$ cat src/common/mmu_defines.svh
`ifndef MMU_DEFINES_SVH
`define MMU_DEFINES_SVH

//////////////////////////////////////////////////
// Address and data widths
//////////////////////////////////////////////////

// Virtual address and data width, RV32
`define MMU_XLEN 32

// Physical address width for Sv32
`define MMU_PLEN 34

//////////////////////////////////////////////////
// Translation sizes
//////////////////////////////////////////////////

// Entries in the fully associative TLB
`define MMU_TLB_ENTRIES 4

// 4 KiB page offset
`define MMU_PAGE_BITS 12

`endif

$ cat src/common/mmu_pkg.sv
package mmu_pkg;

  `include "mmu_defines.svh"

  //////////////////////////////////////////////////
  // Bus side types
  //////////////////////////////////////////////////

  // Access size, same coding on CPU and memory side
  typedef enum logic [1:0] {
    SIZE_BYTE  = 2'b00,
    SIZE_HWORD = 2'b01,
    SIZE_WORD  = 2'b10
  } biu_size_t;

  // CPU request, virtual address
  typedef struct packed {
    logic [`MMU_XLEN-1:0] adr;
    biu_size_t            size;
    logic                 lock;
    logic                 we;
    logic [`MMU_XLEN-1:0] d;
  } vm_req_t;

  // Memory request, physical address
  typedef struct packed {
    logic [`MMU_PLEN-1:0] adr;
    biu_size_t            size;
    logic                 lock;
    logic                 we;
    logic [`MMU_XLEN-1:0] d;
  } pm_req_t;

  //////////////////////////////////////////////////
  // Translation types
  //////////////////////////////////////////////////

  // RV32 satp, mode 0 is bare and mode 1 is Sv32
  typedef struct packed {
    logic        mode;
    logic [8:0]  asid;
    logic [21:0] ppn;
  } satp_t;

  // Sv32 page table entry
  typedef struct packed {
    logic [11:0] ppn1;
    logic [9:0]  ppn0;
    logic [1:0]  rsw;
    logic        d;
    logic        a;
    logic        g;
    logic        u;
    logic        x;
    logic        w;
    logic        r;
    logic        v;
  } pte_t;

  // Cached translation
  // Writable only when both W and D were set in the PTE
  typedef struct packed {
    logic                                valid;
    logic [`MMU_XLEN-`MMU_PAGE_BITS-1:0] vpn;
    logic [`MMU_PLEN-`MMU_PAGE_BITS-1:0] ppn;
    logic                                megapage;
    logic                                readable;
    logic                                writable;
  } tlb_entry_t;

  // Page fault report, valid for one cycle
  typedef struct packed {
    logic                 valid;
    logic [`MMU_XLEN-1:0] vaddr;
    logic                 store;
  } fault_t;

  // Controller states
  typedef enum logic [2:0] {
    IDLE,
    LOOKUP,
    WALK1,
    WALK0,
    ACCESS,
    RESPOND,
    FAULT
  } mmu_state_e;

endpackage

$ cat src/mmu/mmu_satp_regs.sv
`timescale 1ns/1ns
`include "mmu_defines.svh"

module mmu_satp_regs (
  input  logic                 clk_i,
  input  logic                 rst_i,
  // Wishbone classic slave
  input  logic                 wb_cyc_i,
  input  logic                 wb_stb_i,
  input  logic                 wb_we_i,
  input  logic [3:0]           wb_adr_i,
  input  logic [`MMU_XLEN-1:0] wb_dat_i,
  output logic [`MMU_XLEN-1:0] wb_dat_o,
  output logic                 wb_ack_o,
  // To and from the translation logic
  output mmu_pkg::satp_t       satp_o,
  output logic                 flush_o,
  input  mmu_pkg::fault_t      fault_i
);

  // Word offsets, selected by adr[3:2]
  localparam logic [1:0] REG_SATP        = 2'd0;
  localparam logic [1:0] REG_FLUSH       = 2'd1;
  localparam logic [1:0] REG_FAULT_ADDR  = 2'd2;
  localparam logic [1:0] REG_FAULT_CAUSE = 2'd3;

  logic                 access;
  logic                 wr;
  logic [`MMU_XLEN-1:0] fault_addr_q;
  // bit 0 load, bit 1 store
  logic [1:0]           fault_cause_q;

  // New cycle only while no ack is out
  assign access = wb_cyc_i && wb_stb_i && !wb_ack_o;
  assign wr     = access && wb_we_i;

  //////////////////////////////////////////////////
  // Bus handshake and read data
  //////////////////////////////////////////////////

  always_ff @(posedge clk_i)
  begin
    if (rst_i)
    begin
      wb_ack_o <= 1'b0;
      flush_o  <= 1'b0;
    end
    else
    begin
      wb_ack_o <= access;
      // satp write also drops all cached translations
      flush_o  <= wr && (wb_adr_i[3:2] == REG_SATP || wb_adr_i[3:2] == REG_FLUSH);
    end
  end

  always_ff @(posedge clk_i)
  begin
    if (access)
      case (wb_adr_i[3:2])
        REG_SATP:        wb_dat_o <= satp_o;
        REG_FAULT_ADDR:  wb_dat_o <= fault_addr_q;
        REG_FAULT_CAUSE: wb_dat_o <= {{(`MMU_XLEN-2){1'b0}}, fault_cause_q};
        // FLUSH reads as zero
        default:         wb_dat_o <= '0;
      endcase
  end

  //////////////////////////////////////////////////
  // Registers
  //////////////////////////////////////////////////

  always_ff @(posedge clk_i)
  begin
    if (rst_i)
    begin
      satp_o        <= '0;
      fault_cause_q <= '0;
    end
    else
    begin
      if (wr && wb_adr_i[3:2] == REG_SATP)
        satp_o <= mmu_pkg::satp_t'(wb_dat_i);
      // A new fault beats a clearing write
      if (fault_i.valid)
        fault_cause_q <= {fault_i.store, !fault_i.store};
      else if (wr && wb_adr_i[3:2] == REG_FAULT_CAUSE)
        fault_cause_q <= '0;
    end
  end

  always_ff @(posedge clk_i)
  begin
    if (fault_i.valid)
      fault_addr_q <= fault_i.vaddr;
  end

  // Single cycle ack per access
  a_ack_pulse: assert property (@(posedge clk_i) disable iff (rst_i)
    wb_ack_o |=> !wb_ack_o);

endmodule

$ cat src/mmu/mmu_tlb.sv
`timescale 1ns/1ns
`include "mmu_defines.svh"

module mmu_tlb (
  input  logic                                clk_i,
  input  logic                                rst_i,
  // Lookup, answered in the same cycle
  input  logic [`MMU_XLEN-`MMU_PAGE_BITS-1:0] vpn_i,
  output logic                                hit_o,
  output mmu_pkg::tlb_entry_t                 entry_o,
  // Refill from the walker
  input  logic                                fill_i,
  input  mmu_pkg::tlb_entry_t                 fill_entry_i,
  input  logic                                flush_i
);

  localparam int N     = `MMU_TLB_ENTRIES;
  localparam int PTR_W = (N > 1) ? $clog2(N) : 1;

  // Valid bits apart from payload
  logic [N-1:0]        valid_q;
  mmu_pkg::tlb_entry_t tlb_q [N];
  logic [N-1:0]        match;
  logic [PTR_W-1:0]    fill_ptr_q;

  //////////////////////////////////////////////////
  // Match
  //////////////////////////////////////////////////

  // Megapage compares vpn1 only
  always_comb
  begin
    for (int i = 0; i < N; i++)
    begin
      if (tlb_q[i].megapage)
        match[i] = valid_q[i] && (tlb_q[i].vpn[19:10] == vpn_i[19:10]);
      else
        match[i] = valid_q[i] && (tlb_q[i].vpn == vpn_i);
    end
  end

  assign hit_o = |match;

  // At most one match, so a plain OR-style select is enough
  always_comb
  begin
    entry_o = '0;
    for (int i = 0; i < N; i++)
    begin
      if (match[i])
        entry_o = tlb_q[i];
    end
    entry_o.valid = hit_o;
  end

  //////////////////////////////////////////////////
  // Refill and flush
  //////////////////////////////////////////////////

  always_ff @(posedge clk_i)
  begin
    if (rst_i)
    begin
      valid_q    <= '0;
      fill_ptr_q <= '0;
    end
    // Flush wins over a late refill
    else if (flush_i)
      valid_q <= '0;
    else if (fill_i)
    begin
      valid_q[fill_ptr_q] <= 1'b1;
      // Round robin, wraps at N
      if (fill_ptr_q == PTR_W'(N - 1))
        fill_ptr_q <= '0;
      else
        fill_ptr_q <= fill_ptr_q + 1'b1;
    end
  end

  // Payload array
  always_ff @(posedge clk_i)
  begin
    if (fill_i)
      tlb_q[fill_ptr_q] <= fill_entry_i;
  end

  // Overlapping entries would make the select ambiguous
  a_onehot_hit: assert property (@(posedge clk_i) disable iff (rst_i)
    $onehot0(match));

endmodule

$ cat src/mmu/riscv_mmu.sv
`timescale 1ns/1ns
`include "mmu_defines.svh"

module riscv_mmu (
  input  logic                                clk_i,
  input  logic                                rst_i,
  // CPU side
  input  logic                                vm_req_i,
  input  mmu_pkg::vm_req_t                    vm_i,
  output logic [`MMU_XLEN-1:0]                vm_q_o,
  output logic                                vm_ack_o,
  output logic                                vm_fault_o,
  // Memory side, carries data and PTE reads
  output logic                                pm_req_o,
  output mmu_pkg::pm_req_t                    pm_o,
  input  logic [`MMU_XLEN-1:0]                pm_q_i,
  input  logic                                pm_ack_i,
  // Translation control
  input  mmu_pkg::satp_t                      satp_i,
  output logic [`MMU_XLEN-`MMU_PAGE_BITS-1:0] tlb_vpn_o,
  input  logic                                tlb_hit_i,
  input  mmu_pkg::tlb_entry_t                 tlb_entry_i,
  output logic                                tlb_fill_o,
  output mmu_pkg::tlb_entry_t                 tlb_fill_entry_o,
  output mmu_pkg::fault_t                     fault_o
);

  localparam int PAD_W = `MMU_PLEN - `MMU_XLEN;

  mmu_pkg::mmu_state_e state_q, state_nxt;
  mmu_pkg::vm_req_t    req_q;
  mmu_pkg::pm_req_t    pm_q, pm_nxt;
  logic                pm_load;
  mmu_pkg::pte_t       pte;
  logic                pte_bad, pte_leaf, pte_perm, hit_perm;

  // Page or megapage address from a cached translation
  function automatic logic [`MMU_PLEN-1:0] phys_adr(input mmu_pkg::tlb_entry_t e,
                                                    input logic [`MMU_XLEN-1:0] va);
    if (e.megapage)
      return {e.ppn[21:10], va[21:0]};
    return {e.ppn, va[`MMU_PAGE_BITS-1:0]};
  endfunction

  function automatic mmu_pkg::pm_req_t data_req(input mmu_pkg::vm_req_t r,
                                                input logic [`MMU_PLEN-1:0] pa);
    mmu_pkg::pm_req_t p;
    p.adr  = pa;
    p.size = r.size;
    p.lock = r.lock;
    p.we   = r.we;
    p.d    = r.d;
    return p;
  endfunction

  // PTE fetch: plain word read
  function automatic mmu_pkg::pm_req_t pte_req(input logic [`MMU_PLEN-1:0] pa);
    mmu_pkg::pm_req_t p;
    p      = '0;
    p.adr  = pa;
    p.size = mmu_pkg::SIZE_WORD;
    return p;
  endfunction

  //////////////////////////////////////////////////
  // PTE decode and permission checks
  //////////////////////////////////////////////////

  assign pte      = mmu_pkg::pte_t'(pm_q_i);
  // Invalid, or the reserved W without R
  assign pte_bad  = !pte.v || (pte.w && !pte.r);
  assign pte_leaf = pte.r || pte.x;
  // No A/D update here, so clear A or clear D on store faults
  assign pte_perm = pte.a && (req_q.we ? (pte.w && pte.d) : pte.r);
  assign hit_perm = req_q.we ? tlb_entry_i.writable : tlb_entry_i.readable;

  // Refill built straight from the returning PTE
  assign tlb_vpn_o        = req_q.adr[31:12];
  assign tlb_fill_entry_o = '{valid: 1'b1, vpn: req_q.adr[31:12], ppn: {pte.ppn1, pte.ppn0},
                              megapage: state_q == mmu_pkg::WALK1, readable: pte.r,
                              writable: pte.w && pte.d};

  //////////////////////////////////////////////////
  // Controller FSM
  //////////////////////////////////////////////////

  always_comb
  begin
    state_nxt  = state_q;
    pm_load    = 1'b0;
    pm_nxt     = pm_q;
    tlb_fill_o = 1'b0;
    case (state_q)
      mmu_pkg::IDLE:
        // Bare mode goes straight out, zero extended
        if (vm_req_i && !satp_i.mode)
        begin
          state_nxt = mmu_pkg::ACCESS;
          pm_load   = 1'b1;
          pm_nxt    = data_req(vm_i, {{PAD_W{1'b0}}, vm_i.adr});
        end
        else if (vm_req_i)
          state_nxt = mmu_pkg::LOOKUP;
      mmu_pkg::LOOKUP:
        if (!tlb_hit_i)
        begin
          // Level 1 PTE at satp.ppn*4096 + vpn1*4
          state_nxt = mmu_pkg::WALK1;
          pm_load   = 1'b1;
          pm_nxt    = pte_req({satp_i.ppn, req_q.adr[31:22], 2'b00});
        end
        else if (hit_perm)
        begin
          state_nxt = mmu_pkg::ACCESS;
          pm_load   = 1'b1;
          pm_nxt    = data_req(req_q, phys_adr(tlb_entry_i, req_q.adr));
        end
        else
          state_nxt = mmu_pkg::FAULT;
      mmu_pkg::WALK1:
        if (pm_ack_i)
        begin
          if (pte_bad)
            state_nxt = mmu_pkg::FAULT;
          else if (!pte_leaf)
          begin
            // Pointer to the level 0 table
            state_nxt = mmu_pkg::WALK0;
            pm_load   = 1'b1;
            pm_nxt    = pte_req({pte.ppn1, pte.ppn0, req_q.adr[21:12], 2'b00});
          end
          // Misaligned megapage
          else if (pte.ppn0 != '0 || !pte_perm)
            state_nxt = mmu_pkg::FAULT;
          else
          begin
            state_nxt  = mmu_pkg::ACCESS;
            tlb_fill_o = 1'b1;
            pm_load    = 1'b1;
            pm_nxt     = data_req(req_q, phys_adr(tlb_fill_entry_o, req_q.adr));
          end
        end
      mmu_pkg::WALK0:
        if (pm_ack_i)
        begin
          // A pointer at level 0 is a fault too
          if (pte_bad || !pte_leaf || !pte_perm)
            state_nxt = mmu_pkg::FAULT;
          else
          begin
            state_nxt  = mmu_pkg::ACCESS;
            tlb_fill_o = 1'b1;
            pm_load    = 1'b1;
            pm_nxt     = data_req(req_q, phys_adr(tlb_fill_entry_o, req_q.adr));
          end
        end
      mmu_pkg::ACCESS:
        if (pm_ack_i)
          state_nxt = mmu_pkg::RESPOND;
      // Both last one cycle, ack goes out here
      mmu_pkg::RESPOND,
      mmu_pkg::FAULT:
        state_nxt = mmu_pkg::IDLE;
      default:
        state_nxt = mmu_pkg::IDLE;
    endcase
  end

  always_ff @(posedge clk_i)
  begin
    if (rst_i)
      state_q <= mmu_pkg::IDLE;
    else
      state_q <= state_nxt;
  end

  always_ff @(posedge clk_i)
  begin
    if (state_q == mmu_pkg::IDLE && vm_req_i)
      req_q <= vm_i;
    if (pm_load)
      pm_q <= pm_nxt;
    if (state_q == mmu_pkg::ACCESS && pm_ack_i)
      vm_q_o <= pm_q_i;
  end

  // Outputs decoded from state
  assign pm_req_o   = state_q inside {mmu_pkg::WALK1, mmu_pkg::WALK0, mmu_pkg::ACCESS};
  assign pm_o       = pm_q;
  assign vm_ack_o   = state_q inside {mmu_pkg::RESPOND, mmu_pkg::FAULT};
  assign vm_fault_o = state_q == mmu_pkg::FAULT;
  assign fault_o    = '{valid: state_q == mmu_pkg::FAULT, vaddr: req_q.adr, store: req_q.we};

  //////////////////////////////////////////////////
  // Assertions
  //////////////////////////////////////////////////

  // Memory request held until acknowledged
  a_pm_stable: assert property (@(posedge clk_i) disable iff (rst_i)
    pm_req_o && !pm_ack_i |=> pm_req_o && $stable(pm_o));

  // Faulting ack comes with no data access just finished
  a_fault_ack: assert property (@(posedge clk_i) disable iff (rst_i)
    vm_fault_o |-> vm_ack_o && !$past(pm_req_o && pm_ack_i && state_q == mmu_pkg::ACCESS));

  // Refill only from a finished walk, and visible in the TLB next cycle
  a_fill_walk: assert property (@(posedge clk_i) disable iff (rst_i)
    tlb_fill_o |-> state_q inside {mmu_pkg::WALK1, mmu_pkg::WALK0} ##1 tlb_hit_i);

endmodule

$ cat src/mmu_top.sv
`timescale 1ns/1ns
`include "mmu_defines.svh"

module mmu_top (
  input  logic                 clk_i,
  input  logic                 rst_i,
  // CPU load/store port
  input  logic                 vm_req_i,
  input  mmu_pkg::vm_req_t     vm_i,
  output logic [`MMU_XLEN-1:0] vm_q_o,
  output logic                 vm_ack_o,
  output logic                 vm_fault_o,
  // Memory port
  output logic                 pm_req_o,
  output mmu_pkg::pm_req_t     pm_o,
  input  logic [`MMU_XLEN-1:0] pm_q_i,
  input  logic                 pm_ack_i,
  // Wishbone config port
  input  logic                 wb_cyc_i,
  input  logic                 wb_stb_i,
  input  logic                 wb_we_i,
  input  logic [3:0]           wb_adr_i,
  input  logic [`MMU_XLEN-1:0] wb_dat_i,
  output logic [`MMU_XLEN-1:0] wb_dat_o,
  output logic                 wb_ack_o
);

  mmu_pkg::satp_t                      satp;
  logic                                flush;
  mmu_pkg::fault_t                     fault;
  // Controller to TLB
  logic [`MMU_XLEN-`MMU_PAGE_BITS-1:0] tlb_vpn;
  logic                                tlb_hit;
  mmu_pkg::tlb_entry_t                 tlb_entry;
  logic                                tlb_fill;
  mmu_pkg::tlb_entry_t                 tlb_fill_entry;

  riscv_mmu riscv_mmu_inst (
    .clk_i            (clk_i),
    .rst_i            (rst_i),
    .vm_req_i         (vm_req_i),
    .vm_i             (vm_i),
    .vm_q_o           (vm_q_o),
    .vm_ack_o         (vm_ack_o),
    .vm_fault_o       (vm_fault_o),
    .pm_req_o         (pm_req_o),
    .pm_o             (pm_o),
    .pm_q_i           (pm_q_i),
    .pm_ack_i         (pm_ack_i),
    .satp_i           (satp),
    .tlb_vpn_o        (tlb_vpn),
    .tlb_hit_i        (tlb_hit),
    .tlb_entry_i      (tlb_entry),
    .tlb_fill_o       (tlb_fill),
    .tlb_fill_entry_o (tlb_fill_entry),
    .fault_o          (fault)
  );

  mmu_tlb mmu_tlb_inst (
    .clk_i        (clk_i),
    .rst_i        (rst_i),
    .vpn_i        (tlb_vpn),
    .hit_o        (tlb_hit),
    .entry_o      (tlb_entry),
    .fill_i       (tlb_fill),
    .fill_entry_i (tlb_fill_entry),
    .flush_i      (flush)
  );

  mmu_satp_regs mmu_satp_regs_inst (
    .clk_i    (clk_i),
    .rst_i    (rst_i),
    .wb_cyc_i (wb_cyc_i),
    .wb_stb_i (wb_stb_i),
    .wb_we_i  (wb_we_i),
    .wb_adr_i (wb_adr_i),
    .wb_dat_i (wb_dat_i),
    .wb_dat_o (wb_dat_o),
    .wb_ack_o (wb_ack_o),
    .satp_o   (satp),
    .flush_o  (flush),
    .fault_i  (fault)
  );

endmodule

$ cat config.mk
export PLATFORM = sky130hd
export DESIGN_NAME = mmu_top
export DESIGN_NICKNAME = d
export VERILOG_FILES = /design/src/common/mmu_pkg.sv /design/src/mmu/mmu_satp_regs.sv /design/src/mmu/mmu_tlb.sv /design/src/mmu/riscv_mmu.sv /design/src/mmu_top.sv
export VERILOG_INCLUDE_DIRS = /design/src /design/src/common
export SDC_FILE = /design/constraint.sdc
export NUM_CORES = 1
export LEC_CHECK = 0
export BUFFER_PORTS_ARGS = -buffer_cell sky130_fd_sc_hd__buf_4
export CAP_MARGIN = 20
export CORE_MARGIN = 2
export CORE_UTILIZATION = 57
export DETAILED_ROUTE_END_ITERATION = 7
export GPL_TIMING_DRIVEN = 0
export PLACE_DENSITY = 0.78
export SETUP_SLACK_MARGIN = 0.1
export SLEW_MARGIN = 20
export SYNTH_ARGS = -nofsm -noshare
export SYNTH_HDL_FRONTEND = slang
export SYNTH_SLANG_ARGS = --single-unit
$ cat constraint.sdc
create_clock -name clk_i -period 7.34 [get_ports clk_i]
set_input_delay 1.468 -clock clk_i [delete_from_list [all_inputs] [get_ports clk_i]]
set_output_delay 1.468 -clock clk_i [all_outputs]
set_load 0.01 [all_outputs]
==> results.md <==
* Iter 0 DRT Violations at 1,805
* DP HPWL at 36.8 mm
* Initial antenna violation count at 1
* Cell Pwr Density at 269 nW/µm²
* Post-synth EDFFs at 414
* Startpoint types: register
* Final setup viols at 0
* Die Height at 183 µm
* Via count at 12,628
* Pre-Repair DR Iteration Count at 7
* RD Place Congestion at 1.02
* Nets at 1,728
* WL met2 at 23.5 mm
* Top Ports at 281
* Synth area leader: edfxtp_1
* WL met1 at 19.9 mm
* Post-synth top cells: edfxtp_1 (414), nand2_1 (97), nor2_1 (85)
* FP Rows at 65
* Critical path buffer and inverter count at 4
* # fillers at 2,056
* Worst EP arrival at 4.57 ns
* Peak fanout along the critical path at 21
* Leak at 7.95 nW
* Crit path launch: riscv_mmu_inst.fault_o[21]
* Status: completed
* Slew HR at 0.292
* Overflow after GRT at 0
* Least-Margin Pin Slew at 1.05 ns
* Most common cell in the netlist: edfxtp_1
* Max-cap violation count at 0
* Sink Count at 459
* Hold-fix buffers, CTS at 0
* Total CTS buffers at 44
* Final worst setup slack at 3.02 ns
* Met3 Wirelength at 5.69 mm
* Setup WS pre-CTS at 3.12 ns
* Skew-Pair Late Insertion Delay at 0.56 ns
* Area grow syn2layout at 22.5%
* Ant. Diodes at 0
* CTS Buffer Depth at 3
* Reg-to-Reg Start: riscv_mmu_inst.fault_o[21]
* DR WL/cell at 25.3 µm
* Worst Hold Launch: riscv_mmu_inst.fault_o[6]
* Largest cells by area after synthesis: edfxtp_1 (68%), dfxtp_1 (4.9%), xnor2_1 (2.1%), nand2_1 (2.0%), mux2i_1 (1.9%)
* Peak supply drop at 0.197 mV
* WS Path Type: reg2reg
* Layout cells sized above 1 at 0.251
* Minimum clock period at 4.32 ns
* Netlist cell types at 64
* Die area at 33,700 µm²
* Total GRT Usage at 0.303
* R2r setup slk at 3.02 ns
* Yosys top cell area share at 0.677
* Final Max Tran Viols at 0
* CP delay by family, top: compound AO/OA/AOI/OAI gates
* Vias in the first global route at 12,144
* Post-CTS Setup Repair Bufs at 0
* Worst Hold Class: reg2reg
* Root Buffer: clkbuf_16
* Mean post-synth cell area at 14.7 µm²
* ANT nets after route at 0
* Setup TNS at 0 ns
* Synthesized net count at 1,399
* Post-synthesis sequential area ratio at 0.726
* Slowest stage cell, crit path: a31oi_1
* I/O Buffers at 276
* CP Capture Type: register
* DR vias/cell at 6.26
* Mapped Cells at 1,252
* Worst path required time at 7.59 ns
* Die W at 183 µm
* Crit path cell chain: buf_2 > xor2_1 > nor4_1 > a31oi_1 > clkbuf_1 > a2111oi_0 > a31oi_1 > a32oi_1 > a21oi_4 > buf_16 > buf_16
* TritonCTS clock tree: done
* Initial core utilization at 0.580
* CP max stage delay at 0.80 ns
* Asr flop ratio synth at 0
* Yosys reg bits at 459
* Final clock skew at 0.0266 ns
* Pin count of the biggest net entering global routing at 47
* Final hold vios at 0
* Fin util at 0.711
* First-pass GRT wire length at 75.1 mm
* CTS H-tree lvls at 2
* # DRC at 0
* Synthesized area at 18,400 µm²
* Top FF cell, synth: edfxtp_1
* Post-CTS sizing at 0
* Unrepaired setup endpoints after global routing: false
* Clock slew at reported path FFs at 0.06 ns
* Yosys warns at 0
* Tcrit/Tclk final at 0.588
* Core ar. at 31,600 µm²
* Final wirelength at 50.9 mm
* Max Freq at 232 MHz
* Uppermost layer routed: met5
kinds of logic after synthesis:
logic type / Yosys count / share of synthesized area
AND/OR/NAND/NOR: 285 / 0.0700
XOR/XNOR: 81 / 0.0411
flip-flops: 459 / 0.726
AO/OA/AOI/OAI: 280 / 0.114
multiplexers: 35 / 0.0191
buffers and inverters: 108 / 0.0273
adder cells (fa/ha/maj): 4 / 0.00273
where the power goes:
group	total (mW)	leakage [nW]	internal (mW)	switching, mW
registers	3.15	4.19	3.07	0.0808
clock network	2.16	0.670	1.22	0.940
logic	0.734	3.09	0.307	0.427
cell usage in the layout (no fill, tap or decap), drive strengths merged, types with 11 or more instances in the layout:
master     n
edfxtp   414
buf      322
clkbuf   114
nand2     97
nor2      85
xnor2     50
o21ai     50
dfxtp     45
a21oi     42
a22o      38
mux2i     35
xor2      31
nor3      25
nand3     22
inv       22
a221oi    19
nand4     18
o311a     14
a22oi     12
a2111oi   11
final cells by class:
cell class	instances	area [µm²]	area share
plain buffers	88	425	0.0189
flip-flops and latches	459	13300	0.593
inverters	20	77.6	0.00345
clock inverters	14	115	0.00512
well taps	402	503	0.0224
clock buffers	65	1250	0.0556
repair buffers	283	2220	0.0989
multi-input cells	685	4560	0.203
final timing paths:
path,endpoint,cells after the start
worst min-delay path,mmu_satp_regs_inst.fault_addr_q[5],0
worst max register to register,riscv_mmu_inst.pm_o[37],11
worst min register to register,mmu_satp_regs_inst.fault_addr_q[5],0
worst max-delay path,riscv_mmu_inst.pm_o[37],11
flip-flops by register name (all words and copies together) (netlist names):
signal and cells:
mmu_tlb_inst.tlb_q 180, riscv_mmu_inst.pm_o 70, riscv_mmu_inst.req_q 35, riscv_mmu_inst.fault_o 33, mmu_satp_regs_inst.fault_addr_q 32, mmu_satp_regs_inst.satp_o 32
mmu_satp_regs_inst.wb_dat_o 32, riscv_mmu_inst.vm_q_o 32, mmu_tlb_inst.valid_q 4, riscv_mmu_inst.state_q 3, mmu_satp_regs_inst.fault_cause_q 2, mmu_tlb_inst.fill_ptr_q 2
mmu_satp_regs_inst.flush_o 1, mmu_satp_regs_inst.wb_ack_o 1
metal layers:
metal / vias up / global-route usage
met3: 98 / 0.0541
met2: 828 / 0.469
met5: - / 0
met1: 6188 / 0.435
met4: 2 / 0.113
li1: 5512 / -
per-stage QoR:
| stage | cells | instance area [µm²] | hold slack [ns] | total power [mW] |
|---|---|---|---|---|
| global route | 2016 | 22500 | 0.462 | 6.20 |
| finish | 2016 | 22500 | 0.456 | 6.04 |
| CTS | 2016 | 22500 | 0.453 | 6.05 |
| global placement | 1930 | 20900 | 0.432 | 3.89 |
| detailed placement | 1937 | 21100 | 0.433 | 3.92 |
| floorplan | 1252 | 18400 | 0.420 | 3.52 |
worst reg2reg max path: cells and delay by family (launching register included):
kind                      cells  cell delay [ns]
AOI/OAI and AO/OA             5             1.92
buffers and inverters         4             1.26
DFF                           1             0.52
xor gates and xnor gates      1             0.21
and+or+nand+nor               1             0.11
Power figures use the tool's default switching activity.
